### config.mk
export PLATFORM = sky130hd
export DESIGN_NAME = rob_backend_top
export DESIGN_NICKNAME = d
export VERILOG_FILES = /design/src/rtl/rob_config_pkg.sv /design/src/rtl/rob_types_pkg.sv /design/src/rtl/dispatch_stage.sv /design/src/rtl/reorder_buffer.sv /design/src/rtl/retire_stage.sv /design/src/rtl/rob_backend_top.sv
export SDC_FILE = /design/constraint.sdc
export NUM_CORES = 1
export LEC_CHECK = 0
export BUFFER_PORTS_ARGS = -buffer_cell sky130_fd_sc_hd__buf_2
export CORE_MARGIN = 3
export CORE_UTILIZATION = 30
export CTS_BUF_LIST = sky130_fd_sc_hd__clkbuf_4 sky130_fd_sc_hd__clkbuf_8
export DETAILED_ROUTE_END_ITERATION = 16
export HOLD_SLACK_MARGIN = 0.08
export PLACE_DENSITY_LB_ADDON = 0.3
export SLEW_MARGIN = 20
export SYNTH_ARGS = -nofsm -noshare
export SYNTH_HDL_FRONTEND = slang
export SYNTH_HIERARCHICAL = 1
export SYNTH_SLANG_ARGS = --single-unit
### constraint.sdc
create_clock -name clock -period 6.2 [get_ports clock]
set_input_delay 0.62 -clock clock [delete_from_list [all_inputs] [get_ports clock]]
set_output_delay 0.62 -clock clock [all_outputs]
set_load 0.05 [all_outputs]
### src/rtl/rob_config_pkg.sv
/*
 * ROB back end sizing
 * Entry count, tag and counter widths, register and data widths
 */
package rob_config_pkg;

    ////////////////////////////////////////////////////////////
    // ROB geometry
    ////////////////////////////////////////////////////////////
    localparam int ROB_SZ    = 8;                 // Number of ROB slots
    localparam int ROB_TAG_W = $clog2(ROB_SZ);    // Tag is the slot index
    localparam int ROB_CNT_W = ROB_TAG_W + 1;     // Must reach ROB_SZ itself

    // Architectural widths
    localparam int REG_W  = 5;                    // 32 architectural registers
    localparam int DATA_W = 32;
    localparam int IMM_W  = 16;

endpackage

### src/rtl/rob_types_pkg.sv
/*
 * ROB back end data types
 * Instruction word with its two decodes, dispatch packet, ROB entry
 */
package rob_types_pkg;

    ////////////////////////////////////////////////////////////
    // Instruction word, form bit in the MSB for both layouts
    ////////////////////////////////////////////////////////////
    typedef struct packed {
        logic                               form;   // 0 for reg-reg
        logic [rob_config_pkg::REG_W-1:0]   rd;
        logic [rob_config_pkg::REG_W-1:0]   rs1;
        logic [rob_config_pkg::REG_W-1:0]   rs2;
        logic [rob_config_pkg::DATA_W-1-3*rob_config_pkg::REG_W-1:0] spare;
    } instr_rr_t;

    typedef struct packed {
        logic                               form;   // 1 for reg-imm
        logic [rob_config_pkg::REG_W-1:0]   rd;
        logic [rob_config_pkg::REG_W-1:0]   rs1;
        logic [rob_config_pkg::REG_W-1:0]   spare;
        logic [rob_config_pkg::IMM_W-1:0]   imm;    // Two's complement
    } instr_ri_t;

    // Same 32 bits, two readings
    typedef union packed {
        instr_rr_t rr;
        instr_ri_t ri;
    } instr_word_u;

    ////////////////////////////////////////////////////////////
    // Decoded packet and ROB slot
    ////////////////////////////////////////////////////////////
    typedef struct packed {
        logic                               is_imm;
        logic [rob_config_pkg::REG_W-1:0]   rd;
        logic [rob_config_pkg::REG_W-1:0]   rs1;
        logic [rob_config_pkg::REG_W-1:0]   rs2;    // Zero for reg-imm
        logic [rob_config_pkg::IMM_W-1:0]   imm;    // Zero for reg-reg
    } dispatch_pkt_t;

    typedef struct packed {
        logic                                valid;
        logic                                complete;  // Result written back
        logic [rob_config_pkg::ROB_TAG_W-1:0] tag;
        dispatch_pkt_t                       pkt;
        logic [rob_config_pkg::DATA_W-1:0]   value;
    } rob_entry_t;

endpackage

### src/rtl/dispatch_stage.sv
/*
 * Dispatch stage
 * Four-phase input handshake, form decode, ROB allocation request
 */
module dispatch_stage (
    input  logic                         clock,
    input  logic                         reset,
    input  logic                         in_req,
    input  rob_types_pkg::instr_word_u   in_word,
    output logic                         in_ack,
    input  logic                         alloc_ready,   // ROB not full
    output logic                         alloc_valid,
    output rob_types_pkg::dispatch_pkt_t alloc_pkt
);

    typedef enum logic [1:0] {
        S_IDLE,      // Waiting for in_req
        S_ALLOC,     // Holding alloc_valid until accepted
        S_ACKED,     // in_ack high, waiting for in_req low
        S_RELEASE    // in_ack dropped, one cycle before idle
    } disp_state_e;

    disp_state_e                 state;
    rob_types_pkg::instr_word_u  word_q;    // Captured instruction

    ////////////////////////////////////////////////////////////
    // Handshake FSM
    ////////////////////////////////////////////////////////////
    always_ff @(posedge clock or posedge reset) begin
        if (reset) begin
            state <= S_IDLE;
        end else begin
            case (state)
                S_IDLE:    if (in_req) state <= S_ALLOC;
                S_ALLOC:   if (alloc_ready) state <= S_ACKED;  // Allocation this cycle
                S_ACKED:   if (!in_req) state <= S_RELEASE;
                S_RELEASE: state <= S_IDLE;
                default:   state <= S_IDLE;
            endcase
        end
    end

    // Word is stable while in_req is high
    always_ff @(posedge clock) begin
        if (state == S_IDLE && in_req) begin
            word_q <= in_word;
        end
    end

    assign alloc_valid = (state == S_ALLOC);
    assign in_ack      = (state == S_ACKED);

    ////////////////////////////////////////////////////////////
    // Form decode through the union
    ////////////////////////////////////////////////////////////
    always_comb begin
        alloc_pkt.is_imm = word_q.ri.form;
        alloc_pkt.rd     = word_q.rr.rd;     // Same spot in both forms
        alloc_pkt.rs1    = word_q.rr.rs1;
        if (word_q.ri.form) begin
            alloc_pkt.rs2 = '0;
            alloc_pkt.imm = word_q.ri.imm;
        end else begin
            alloc_pkt.rs2 = word_q.rr.rs2;
            alloc_pkt.imm = '0;              // No immediate in reg-reg
        end
    end

endmodule

### src/rtl/reorder_buffer.sv
/*
 * Reorder buffer
 * Circular slot array with tag = slot index, completion by tag,
 * in-order release from the head
 */
module reorder_buffer (
    input  logic                                   clock,
    input  logic                                   reset,
    // Allocation from dispatch
    input  logic                                   alloc_valid,
    input  rob_types_pkg::dispatch_pkt_t           alloc_pkt,
    output logic                                   alloc_ready,
    // Issue announcement
    output logic                                   issue_valid,
    output logic [rob_config_pkg::ROB_TAG_W-1:0]   issue_tag,
    output rob_types_pkg::dispatch_pkt_t           issue_pkt,
    // Completion bus
    input  logic                                   cdb_valid,
    input  logic [rob_config_pkg::ROB_TAG_W-1:0]   cdb_tag,
    input  logic [rob_config_pkg::DATA_W-1:0]      cdb_value,
    // Head to retire
    input  logic                                   head_take,
    output logic                                   head_valid,
    output rob_types_pkg::rob_entry_t              head_entry
);

    ////////////////////////////////////////////////////////////
    // Storage and pointers
    ////////////////////////////////////////////////////////////
    logic [rob_config_pkg::ROB_SZ-1:0]     valid_q;     // Slot holds an instruction
    logic [rob_config_pkg::ROB_SZ-1:0]     complete_q;  // Slot has its result

    rob_types_pkg::dispatch_pkt_t          pkt_mem   [rob_config_pkg::ROB_SZ];
    logic [rob_config_pkg::DATA_W-1:0]     value_mem [rob_config_pkg::ROB_SZ];

    logic [rob_config_pkg::ROB_TAG_W-1:0]  head;
    logic [rob_config_pkg::ROB_TAG_W-1:0]  tail;
    logic [rob_config_pkg::ROB_CNT_W-1:0]  count;       // Occupied slots

    logic alloc_fire;
    logic release_fire;
    logic cdb_hit;

    assign alloc_ready  = (count < rob_config_pkg::ROB_SZ);
    assign alloc_fire   = alloc_valid && alloc_ready;
    assign release_fire = head_valid && head_take;
    assign cdb_hit      = cdb_valid && valid_q[cdb_tag];  // Empty slot ignored

    // Issue port follows the allocation combinationally
    assign issue_valid = alloc_fire;
    assign issue_tag   = tail;
    assign issue_pkt   = alloc_pkt;

    ////////////////////////////////////////////////////////////
    // Control state
    ////////////////////////////////////////////////////////////
    always_ff @(posedge clock or posedge reset) begin
        if (reset) begin
            valid_q    <= '0;
            complete_q <= '0;
            head       <= '0;
            tail       <= '0;
            count      <= '0;
        end else begin
            if (cdb_hit) complete_q[cdb_tag] <= 1'b1;

            if (release_fire) begin
                valid_q[head]    <= 1'b0;   // Free the head slot
                complete_q[head] <= 1'b0;
                head             <= head + 1'b1;
            end

            // Never the head slot while release can fire
            if (alloc_fire) begin
                valid_q[tail]    <= 1'b1;
                tail             <= tail + 1'b1;  // Wraps at ROB_SZ
            end

            case ({alloc_fire, release_fire})
                2'b10:   count <= count + 1'b1;
                2'b01:   count <= count - 1'b1;
                default: count <= count;         // Both or neither
            endcase
        end
    end

    // Payload, no reset needed
    always_ff @(posedge clock) begin
        if (alloc_fire) pkt_mem[tail] <= alloc_pkt;
        if (cdb_hit) value_mem[cdb_tag] <= cdb_value;
    end

    ////////////////////////////////////////////////////////////
    // Head view
    ////////////////////////////////////////////////////////////
    assign head_valid = valid_q[head] && complete_q[head];

    always_comb begin
        head_entry.valid    = valid_q[head];
        head_entry.complete = complete_q[head];
        head_entry.tag      = head;              // Tag equals slot index
        head_entry.pkt      = pkt_mem[head];
        head_entry.value    = value_mem[head];
    end

endmodule

### src/rtl/retire_stage.sv
/*
 * Retire stage
 * Holds one released ROB entry, four-phase output handshake
 */
module retire_stage (
    input  logic                                  clock,
    input  logic                                  reset,
    input  logic                                  head_valid,
    input  rob_types_pkg::rob_entry_t             head_entry,
    output logic                                  head_take,
    output logic                                  out_req,
    input  logic                                  out_ack,
    output logic [rob_config_pkg::REG_W-1:0]      out_rd,
    output logic [rob_config_pkg::DATA_W-1:0]     out_value,
    output logic [rob_config_pkg::ROB_TAG_W-1:0]  out_tag
);

    typedef enum logic [1:0] {
        S_IDLE,      // Ready to take the head
        S_REQ,       // out_req high until out_ack seen
        S_RELEASE    // Waiting for out_ack low
    } ret_state_e;

    ret_state_e                 state;
    rob_types_pkg::rob_entry_t  held_q;    // Entry being retired

    assign head_take = (state == S_IDLE);

    ////////////////////////////////////////////////////////////
    // Output handshake FSM
    ////////////////////////////////////////////////////////////
    always_ff @(posedge clock or posedge reset) begin
        if (reset) begin
            state <= S_IDLE;
        end else begin
            case (state)
                S_IDLE:    if (head_valid) state <= S_REQ;  // Release this cycle
                S_REQ:     if (out_ack) state <= S_RELEASE;
                S_RELEASE: if (!out_ack) state <= S_IDLE;
                default:   state <= S_IDLE;
            endcase
        end
    end

    // Capture on release, stable through the exchange
    always_ff @(posedge clock) begin
        if (state == S_IDLE && head_valid) begin
            held_q <= head_entry;
        end
    end

    assign out_req   = (state == S_REQ);
    assign out_rd    = held_q.pkt.rd;
    assign out_value = held_q.value;
    assign out_tag   = held_q.tag;

endmodule

### src/rtl/rob_backend_top.sv
/*
 * ROB back end top level
 * Dispatch, reorder buffer and retire connected in a chain
 */
module rob_backend_top (
    input  logic                                  clock,
    input  logic                                  reset,
    // Instruction input, four-phase
    input  logic                                  in_req,
    input  rob_types_pkg::instr_word_u            in_word,
    output logic                                  in_ack,
    // Issue announcement
    output logic                                  issue_valid,
    output logic [rob_config_pkg::ROB_TAG_W-1:0]  issue_tag,
    output rob_types_pkg::dispatch_pkt_t          issue_pkt,
    // Completion bus
    input  logic                                  cdb_valid,
    input  logic [rob_config_pkg::ROB_TAG_W-1:0]  cdb_tag,
    input  logic [rob_config_pkg::DATA_W-1:0]     cdb_value,
    // Retire output, four-phase
    output logic                                  out_req,
    input  logic                                  out_ack,
    output logic [rob_config_pkg::REG_W-1:0]      out_rd,
    output logic [rob_config_pkg::DATA_W-1:0]     out_value,
    output logic [rob_config_pkg::ROB_TAG_W-1:0]  out_tag
);

    ////////////////////////////////////////////////////////////
    // Inter-stage wires
    ////////////////////////////////////////////////////////////
    logic                          alloc_valid;
    logic                          alloc_ready;
    rob_types_pkg::dispatch_pkt_t  alloc_pkt;
    logic                          head_valid;
    logic                          head_take;
    rob_types_pkg::rob_entry_t     head_entry;

    dispatch_stage i_dispatch_stage (
        .clock, .reset, .in_req, .in_word, .in_ack,
        .alloc_ready, .alloc_valid, .alloc_pkt
    );

    reorder_buffer i_reorder_buffer (
        .clock, .reset, .alloc_valid, .alloc_pkt, .alloc_ready,
        .issue_valid, .issue_tag, .issue_pkt,
        .cdb_valid, .cdb_tag, .cdb_value,
        .head_take, .head_valid, .head_entry
    );

    retire_stage i_retire_stage (
        .clock, .reset, .head_valid, .head_entry, .head_take,
        .out_req, .out_ack, .out_rd, .out_value, .out_tag
    );

endmodule

Word-level counts from Yosys, hierarchy flattened
Memory sizes are Yosys's and may differ from the RTL's. A register that Yosys moved wholly into a read port is not among the register bits.
Cells that the tools add are included.
- bits in registers: 65
- memory bits (writable): 512
- input bits: 72
- output and inout port bits: 78
- word-level logic and storage cells: 83
- memories kept: 2
- memory list (memory ; depth ; width ; rd ports ; clocked after Yosys merged registers in ; write ports ; line ; text):
    i_reorder_buffer.pkt_mem ; 8 ; 32 ; 1 ; 1 ; 1 ; reorder_buffer.sv:33 ; rob_types_pkg::dispatch_pkt_t pkt_mem [rob_config_pkg::ROB_SZ];
    i_reorder_buffer.value_mem ; 8 ; 32 ; 1 ; 1 ; 1 ; reorder_buffer.sv:34 ; logic [rob_config_pkg::DATA_W-1:0] value_mem [rob_config_pkg::ROB_SZ];
- add/sub/neg operators: 4
- order comparisons: 7
- equal/unequal tests: 13
- muxes and demuxes: 30
- bitwise gates (word level): 5
- reduce and logical (&&, ||, !) cells: 13
- operators with widths (cell ; number):
    $mux W8 ; 4
    $mux W21 ; 1
    $and A8 B8 Y8 ; 2
    $or A8 B8 Y8 ; 2
    $lt A3 B4 Y1 const B ; 3
    $mux W2 ; 6
    $mux W1 ; 10
    $ne A2 B2 Y1 const B ; 5
    $bmux W1 S3 ; 3
    $demux W1 S3 ; 3
    $ge A3 B1 Y1 const B ; 3
    $eq A2 B2 Y1 const B ; 4
    $logic_and A1 B1 Y1 ; 8
    $not A8 Y8 ; 1
    $pmux W2 S4 ; 1
    $pmux W4 S2 ; 1
    $add A3 B1 Y3 const B ; 2
    $eq A2 B1 Y1 const B ; 3
    $pmux W2 S3 ; 1
    $reduce_and A3 Y1 ; 2
    $add A4 B1 Y4 const B ; 1
    $logic_not A2 Y1 ; 2
    $lt A4 B4 Y1 const B ; 1
    $sub A4 B1 Y4 const B ; 1
    other kinds (2) ; 2

Logic depth before layout (Yosys ltp)
Gate-level depths: netlist (run 1).
- depth in word-level cells: 9
- mapped depth: 15
- gate-level depth less buffers: 11

Hierarchy
Netlist (run 1), hierarchy kept.
- by module, submodules not included (module ; times used ; cells an instance ; area each (um^2)):
    reorder_buffer ; 1 ; 1194 ; 20911.3
    dispatch_stage ; 1 ; 82 ; 1352.5
    retire_stage ; 1 ; 50 ; 1297.5

Least setup slack after synthesis (run 1)
No wires, ideal clock.
- path kind: input port to flip-flop
- start: input cdb_tag[0] (netlist name)
- end: memory i_reorder_buffer/value_mem[2][0] (netlist name), enable pin
- arrival: 4.317 ns
- data required time: 5.683 ns
- slack: 1.366 ns
- stages on the path: 2
- path buffers: 1
- cells stage by stage: clkbuf_1 > nor4b_1
- word-level cells in the longest chain between the ends: 5
- ends and longest elaborated chain (item ; line ; text):
    from (decl) ; rob_backend_top.sv:18 ; input logic [rob_config_pkg::ROB_TAG_W-1:0] cdb_tag,
    $bmux W1 S3 ; reorder_buffer.sv:47 ; assign cdb_hit = cdb_valid && valid_q[cdb_tag];
    $mux W1 (implied by the code) ; reorder_buffer.sv:47 ;
    $logic_and A1 B1 Y1 ; reorder_buffer.sv:47 ;
    $mux W1 ; reorder_buffer.sv:90 ; if (cdb_hit) value_mem[cdb_tag] <= cdb_value;
    $mux W1 (implied by the code) ; reorder_buffer.sv:90 ;
    to (decl) ; reorder_buffer.sv:34 ;
Several ways; a longest one is shown, not always the timed one. The select of a mux whose other input is x is not followed.

==> metrics list, run 1 <==
* Final WL: 38300 um
* Clock skew: between 40 and 50 ps
- Detail-routed net length per standard cell: 21.3 um
- 150 I/O pins were placed.
* Uppermost metal layer occupied by signal nets: met5
- Reg2Reg Depth: 11
- Maximum number of pins on one net before global-route repair: 56
- After floorplanning, the core was sized to cover slightly above 50000 um^2.
- Summing all placed instances gives a cell area of between 15000 and 20000 um^2.
- Each instance of the synthesized netlist takes up on average about 17 um^2.
- Maximum achievable frequency: between 200 and 300 MHz
- Detailed placement ended at an HPWL of approximately 23000 um.
* Met2 WL post-DR: 17900 um
* LEAKAGE: roughly 6.3 nW
- Initial standard-cell utilization of the core: 0.304
- The worst setup path is captured at a flip-flop.
* Synthesized instance count: 931
- Length of routed wiring on met1: approximately 17000 um
* Drt drc: 0
* Clock tree root driver cell: sky130_fd_sc_hd__clkbuf_8
* CTS HTree Levels: 3
* Highest ir drop seen on vdd: approximately 0.22 mV
* Pre-CTS WS: 2590 ps
- The filler cells instantiated in the layout total 4894.
- The later pin in the worst-skew pair is clocked with a latency of 650 ps.
- Cell family with the largest share of critical-path delay: simple AND/OR/NAND/NOR gates
- Data on the critical path is required at its endpoint by between 6000 and 7000 ps.
* TritonCTS clock tree: done
- Unrepaired setup endpoints after global routing: no
- Setup slack on the critical path of the routed design comes to approximately 2600 ps.
* Number of buffers added by the clock tree synthesis step: between 60 and 70
- Number of cells on the critical path: 11
- The final max-slew violation count is 0.
- Fin. Hold Viols: 0
- The completed layout was analyzed and its total power is between 8 and 9 mW.
* Worst path bufs/invs: 0
- The startpoint identified for the worst hold timing path is in_word[29].
- Full die area: approximately 55000 um^2
- Delay of the slowest cell on the worst path: 1010 ps
- Cell Rows: between 80 and 90
- Number of buffers added on ports: 149
- Drt via density: around 4.8
- In this run the critical register-to-register path is captured at i_reorder_buffer/count[2].
- P&R area growth vs syn: 16.8%
- Once the clock tree was built, the setup fixing pass inserted 0 buffers.
- The top cell types in the final layout, fill and taps aside, are 368 x sky130_fd_sc_hd__edfxtp_1, 149 x sky130_fd_sc_hd__buf_2, 72 x sky130_fd_sc_hd__clkbuf_8, 42 x sky130_fd_sc_hd__nor2_1, 41 x sky130_fd_sc_hd__a22oi_1.
* Critical path peak fanout: 55
- Counting every sink on the clock net gives just under 400.
- The mapped netlist covers 15600 um^2.
- Length of routed met3 wiring: between 2000 and 3000 um
- Max stage delay cell, worst path: sky130_fd_sc_hd__dfrtp_4
- The tightest min-delay check is of the input port to flip-flop type.
* Proportion of layout cells with a drive suffix above 1: 0.322
* Total power density per cell area: 480 nW/um^2
- Initial antenna violation count: 3
- Of the available clock period, the critical path in the final layout requires 0.578.
- Setup violations remaining at the end of the flow were counted as 0.
* Outcome: finished clean
- By instance count, the cell type seen most on the critical path is sky130_fd_sc_hd__xor2_1.
* Worst slew margin: 0.304
- Number of global-route vias before repair: 8854
* Global Route Usage Sum: 0.140
- Die outline width: about 230 um
* Clock period minus final worst setup slack: approximately 3600 ps
* Vertical die dimension: ~230 um
- Max-cap violations: 0
- Ordered list of cells on the worst path: nor2b_1, a32oi_1, o211ai_1, and3_4, ha_1, xor2_1, ha_1, a21oi_1, xor2_1, nor2_1, xor2_1
- The congestion estimate from routability-driven global placement came to approximately 0.74.
- Global routing finished with a remaining overflow of 0.
* Final instance area: 18200 um^2
- Most frequent standard cell in the layout excluding fill and tap cells: sky130_fd_sc_hd__edfxtp_1
- Clock transition at path regs: around 60 ps
- Summed negative setup slack over all endpoints: 0 ps
- Nets: 1146
- For hold timing, the worst endpoint is i_dispatch_stage/word_q[29].
* Number of nets with antenna violations after routing: 0
- For the pin with the worst max-slew slack, the measured transition is around 1000 ps.
- The first global-routing pass estimated 56600 um of wire.
- The pre-antenna-repair detailed-routing pass consisted of 5 iterations.
- The worst register-to-register path begins at i_reorder_buffer/head[2].
- The worst setup path is of the flip-flop to flip-flop kind.
* Drt initial violations: between 600 and 700
- Post-synth net total: ~1.0k
- The longest clock path from root to sink contains 3 buffers.
* Worst setup slack for register-to-register paths: 2620 ps
- Across all layers, the routed design uses 8560 vias.
* Startpoint type of the worst setup path: flip-flop
* Arrival time worst endpoint: between 4000 and 5000 ps
- Counting instances, the worst hold path has a depth of 1.
- Yosys printed 6 warnings.
[sequential cells by signal, indices dropped and copies added (netlist names)]
| name | count |
|---|---|
| i_dispatch_stage/word_q | 32 |
| i_retire_stage/out_tag | 3 |
| i_reorder_buffer/valid_q | 8 |
| i_retire_stage/out_value | 32 |
| i_retire_stage/out_rd | 5 |
| i_retire_stage/state | 2 |
| i_reorder_buffer/value_mem | 256 |
| i_reorder_buffer/pkt_mem | 40 |
| i_dispatch_stage/state | 2 |
| i_reorder_buffer/count | 4 |
| i_reorder_buffer/complete_q | 8 |
| i_reorder_buffer/issue_tag | 3 |
| i_reorder_buffer/head | 3 |
[cell type report]
class | count | area [um^2] | share of cell area
diodes | 1 | 2.50 | 0.000137
well taps | 680 | 851 | 0.0466
clock inverters | 29 | 234 | 0.0128
multi-input cells | 405 | 3180 | 0.174
repair buffers | 177 | 958 | 0.0525
clock buffers | 95 | 1160 | 0.0638
inverters | 14 | 52.6 | 0.00288
flip-flops and latches | 398 | 11800 | 0.647
[timing repair]
item / CTS / global route
hold endpoints to repair: 4 / 0
hold buffers: 1 / 0
gates resized for setup: 0 / 0
[worst max-delay path by stage]
stage	start	to	slack, ps
finish	i_reorder_buffer/head[2]	i_reorder_buffer/count[2]	2620
global route	i_reorder_buffer/head[2]	i_reorder_buffer/count[2]	2290
CTS	i_reorder_buffer/head[2]	i_reorder_buffer/count[2]	2560
floorplan	cdb_tag[0]	i_reorder_buffer/value_mem[2][0]	1370
detailed placement	i_reorder_buffer/head[2]	i_reorder_buffer/count[2]	2590
global placement	i_reorder_buffer/head[2]	i_reorder_buffer/count[2]	2650
[metrics by stage]
stage / cells / util / hold WS, ps
floorplan: 931 / - / 361
CTS: 1798 / 0.355 / 118
global route: 1798 / 0.355 / 120
finish: 1799 / 0.355 / 184
global placement: 1673 / 0.328 / 487
detailed placement: 1673 / 0.328 / 477
[metal layers]
metal | up-vias | global-route usage
li1 | 3840 | -
met1 | 4354 | 0.190
met2 | 292 | 0.219
met3 | 68 | 0.0403
met4 | 6 | 0.0404
met5 | - | 0
[power by group]
| part | internal [mW] | switching, mW |
|---|---|---|
| combinational | 0.855 | 1.77 |
| clock | 1.32 | 1.09 |
| sequential | 3.39 | 0.326 |
| total | 5.57 | 3.18 |
Power figures use the tool's default switching activity.
==> inputs of run 2 (changes only) <==
--- a/config.mk
+++ b/config.mk
@@ -5,6 +5,7 @@
 export SDC_FILE = /design/constraint.sdc
 export NUM_CORES = 1
 export LEC_CHECK = 0
+export ABC_AREA = 1
 export BUFFER_PORTS_ARGS = -buffer_cell sky130_fd_sc_hd__buf_2
 export CORE_MARGIN = 3
 export CORE_UTILIZATION = 30
==> constraint.sdc (replaced) <==
create_clock -name clock -period 3.35 [get_ports clock]
set_input_delay 0.335 -clock clock [delete_from_list [all_inputs] [get_ports clock]]
set_output_delay 0.335 -clock clock [all_outputs]
set_load 0.05 [all_outputs]
==> metrics list, run 2 <==
- The static power due to leakage is 7.15 nW (was 6.30 nW).
- The post-place instance area was 16800 um^2 (about the same).
* Max-cap violations: 0 (unchanged)
- Outcome: finished clean (unchanged)
* Arrival time worst endpoint: 3330 ps (was 4070 ps)
- Unrepaired setup endpoints after global routing: no (unchanged)
- The latest clock arrival within the worst-skew pair came to 640 ps (was 650 ps).
* Max stage delay cell, worst path: sky130_fd_sc_hd__dfrtp_1 (was sky130_fd_sc_hd__dfrtp_4)
- GR peak layer: met2 (unchanged)
- The dominant delay contributor by cell family on the critical path is simple AND/OR/NAND/NOR gates (unchanged).
- The average cell area after synthesis came to 13.4 um^2 (was 16.8 um^2).
* Clock tree root driver cell: sky130_fd_sc_hd__clkbuf_8 (unchanged)
- The reg-to-reg setup timing slack is 490 ps (was 2620 ps).
* Die outline width: 235 um (was 234 um)
- Placed wire-length estimate: 21300 um (was 22600 um)
* Worst min path class: input port to flip-flop (unchanged)
* Global Route Usage Sum: 0.132 (was 0.140)
* Total power density per cell area: 791 nW/um^2 (was 480 nW/um^2)
- Setup CP Type: flip-flop to flip-flop (unchanged)
- The placed cell count was 1914 (was 1673).
- Number of cells on the critical path: 15 (was 11)
* Commonest cells after routing, fill and taps aside: 368 x sky130_fd_sc_hd__edfxtp_1, 305 x sky130_fd_sc_hd__nand2_1, 149 x sky130_fd_sc_hd__buf_2, 83 x sky130_fd_sc_hd__inv_1, 66 x sky130_fd_sc_hd__dlygate4sd3_1 (was 368 x sky130_fd_sc_hd__edfxtp_1, 149 x sky130_fd_sc_hd__buf_2, 72 x sky130_fd_sc_hd__clkbuf_8, 42 x sky130_fd_sc_hd__nor2_1, 41 x sky130_fd_sc_hd__a22oi_1)
- Clock period minus final worst setup slack: 2860 ps (was 3580 ps)
* Yosys synthesis warning count: 6 (unchanged)
- Critical path peak fanout: 18 (was 55)
* Clock tree buffer depth: 3 (unchanged)
* Detail-routed net length per standard cell: 17.7 um (was 21.3 um)
* Required @ worst endpoint: 3830 ps (was 6690 ps)
* Maximum achievable frequency: 350 MHz (was 279 MHz)
- Clock skew: 45.1 ps (was 45.9 ps)
- Share of the clock period used by the worst path after layout: 0.853 (was 0.578)
- Number of top-level pins: 150 (unchanged)
* Combined area of all synthesized cells: 15700 um^2 (was 15600 um^2)
- The signed area change from the synthesized netlist to the final layout is 18.3% (was 16.8%).
* Via count: 9243 (was 8560)
* Maximum number of pins on one net before global-route repair: 40 (was 56)
* Final instance area: 18600 um^2 (was 18200 um^2)
- Combinational power share: 0.307 (was 0.300)
- The overall die area came to 55100 um^2 (was 54900 um^2).
- Registers with the highest flip-flop counts: i_reorder_buffer/value_mem: 256 flops, i_reorder_buffer/pkt_mem: 40 flops (unchanged)
- Vertical die dimension: 235 um (was 234 um)
- The cell-internal power was 9.20 mW (was 5.57 mW).
- Synthesized instance count: 1175 (was 931)
- The share of total power consumed by net switching came to 0.373 (was 0.364).
- Share of total power in the clock network: 0.242 (was 0.275)
- Proportion of layout cells with a drive suffix above 1: 0.203 (was 0.322)
- The depth of the most critical reg-to-reg path was 15 (was 11).
- Clock transition at path regs: 60 ps (about the same)
* First-pass iteration count of the detailed router: 5 (unchanged)
- Ordered list of cells on the worst path: nor2_2, nand3_1, nand2_1, nor2_1, nand2_2, nand3_4, inv_1, ha_1, nand2_1, inv_1, nor2_1, ha_1, a21oi_1, xor2_1, o21ai_0 (was nor2b_1, a32oi_1, o211ai_1, and3_4, ha_1, xor2_1, ha_1, a21oi_1, xor2_1, nor2_1, xor2_1)
- The number of endpoints failing setup at the final stage was 0 (unchanged).
- Summed negative setup slack over all endpoints: 0 ps (unchanged)
- Delay of the slowest cell on the worst path: 580 ps (was 1010 ps)
* Count of non-filler cells in the finished layout: 2084 (was 1799)
* Pre-CTS WS: 291 ps (was 2590 ps)
* Initial antenna violation count: 6 (was 3)
- Initial standard-cell utilization of the core: 0.305 (was 0.304)
* Startpoint type of the worst setup path: flip-flop (unchanged)
- The largest vdd supply drop was 0.308 mV (was 0.222 mV).
- The met2 demand-to-capacity share in global routing was 0.226 (was 0.219).
* Number of nets with antenna violations after routing: 0 (unchanged)
- Drt initial violations: 604 (was 643)
* Number of global-route vias before repair: 9692 (was 8854)
* Max FFs per register: 256 (unchanged)
* Drt via density: 4.44 (was 4.76)
- Wire length of the first global-routing pass: 57300 um (was 56600 um)
- The kind of capture point of the worst setup path is a flip-flop (unchanged).
- The power share of the sequential group is 0.451 (was 0.425).
* Share of the core filled with cells in the final layout: 0.360 (was 0.355)
* Transition time at the pin with the least slew margin: 1070 ps (was 1040 ps)
- CTS HTree Levels: 2 (was 3)
- The largest register by flop count was i_reorder_buffer/value_mem (unchanged).
- The global routing usage on met3 is 0.0273 (was 0.0403).
* Final weighted congestion of routability-driven global placement: 0.817 (was 0.737)
* Most frequent standard cell in the layout excluding fill and tap cells: sky130_fd_sc_hd__edfxtp_1 (unchanged)
- Core footprint: 51500 um^2 (was 51400 um^2)
- Net Switching: 5.47 mW (was 3.18 mW)
- The global routing usage on met1 came to 0.171 (was 0.190).
- The number of buffers created by CTS came to 57 (was 69).
* Fin. Hold Viols: 0 (unchanged)
- Worst path bufs/invs: 2 (was 0)
- Post-synth net total: 1256 (was 1012)
- Worst slew margin: 0.289 (was 0.304)
- The number of nets in the layout came to 1440 (was 1146).
- The CTS tree was done (unchanged).
* CTS Sinks: 398 (unchanged)
- The number of placement rows is 83 (unchanged).
* Number of buffers added on ports: 149 (unchanged)
- The final worst setup slack is 493 ps (was 2620 ps).
* Hold Path Cell Cnt: 5 (was 1)
- Max Slew Vio Count: 0 (unchanged)
- The total wire length came to 36900 um (was 38300 um).
- The total DRC errors in the routed layout is 0 (unchanged).
- The total congestion overflow was 0 (unchanged).
## run 2: area by class of cell
type / instances / area (um^2)
inverters: 99 / 372
multi-input cells: 569 / 2880
well taps: 680 / 851
clock buffers: 71 / 896
flip-flops and latches: 398 / 11800
repair buffers: 234 / 1600
fillers: 5013 / 33000
diodes: 3 / 7.51
clock inverters: 30 / 143
## run 2: power by group through the flow
| stage | Sequential, mW | Combinational, mW | Clock, mW |
|---|---|---|---|
| 2_1_floorplan | 7.36 | 2.70 | 0 |
| 3_3_place_gp | 6.71 | 4.45 | 0 |
| 3_5_place_dp | 6.72 | 4.50 | 0 |
| 4_1_cts | 6.62 | 4.59 | 3.67 |
| 5_1_grt | 6.69 | 4.95 | 3.88 |
| 6_report | 6.61 | 4.51 | 3.55 |
## run 2: routing by layer
metal  vias to the layer above  part of all wire  wire length [um]
met5                         -           0.00092                34
met4                         6             0.020               752
met3                        59             0.053              1960
met2                       220              0.49             18100
met1                      4517              0.44             16100
li1                       4441                 -                 -
## run 2: tightest hold or removal path: cells and delay by family
family / cells / cell delay (ps)
buffers and inverters: 2 / 170
AND/OR/NAND/NOR: 3 / 180
## run 2: per-stage QoR
step | hold WS [ps] | total power [mW]
6_report | 129 | 14.7
5_1_grt | 146 | 15.5
4_1_cts | 91.1 | 14.9
3_5_place_dp | 221 | 11.2
3_3_place_gp | 213 | 11.2
2_1_floorplan | 76.2 | 10.1
## run 2: worst paths after layout
check	startpoint	endpoint
setup / recovery	i_reorder_buffer/head[1]	i_reorder_buffer/count[2]
hold / removal	in_req	i_dispatch_stage/state[0]
setup reg to reg	i_reorder_buffer/head[1]	i_reorder_buffer/count[2]
hold reg to reg	i_reorder_buffer/valid_q[0]	i_reorder_buffer/valid_q[0]
max in group asynchronous	reset	i_reorder_buffer/head[0]
min in group asynchronous	reset	i_retire_stage/state[0]
## run 2: repair_timing
item,4_1_cts,5_1_grt
endpoints found under the hold margin,320,0
setup endpoints to repair,0,1
hold buffers,66,0
resized for setup,0,1
setup buffers,0,0
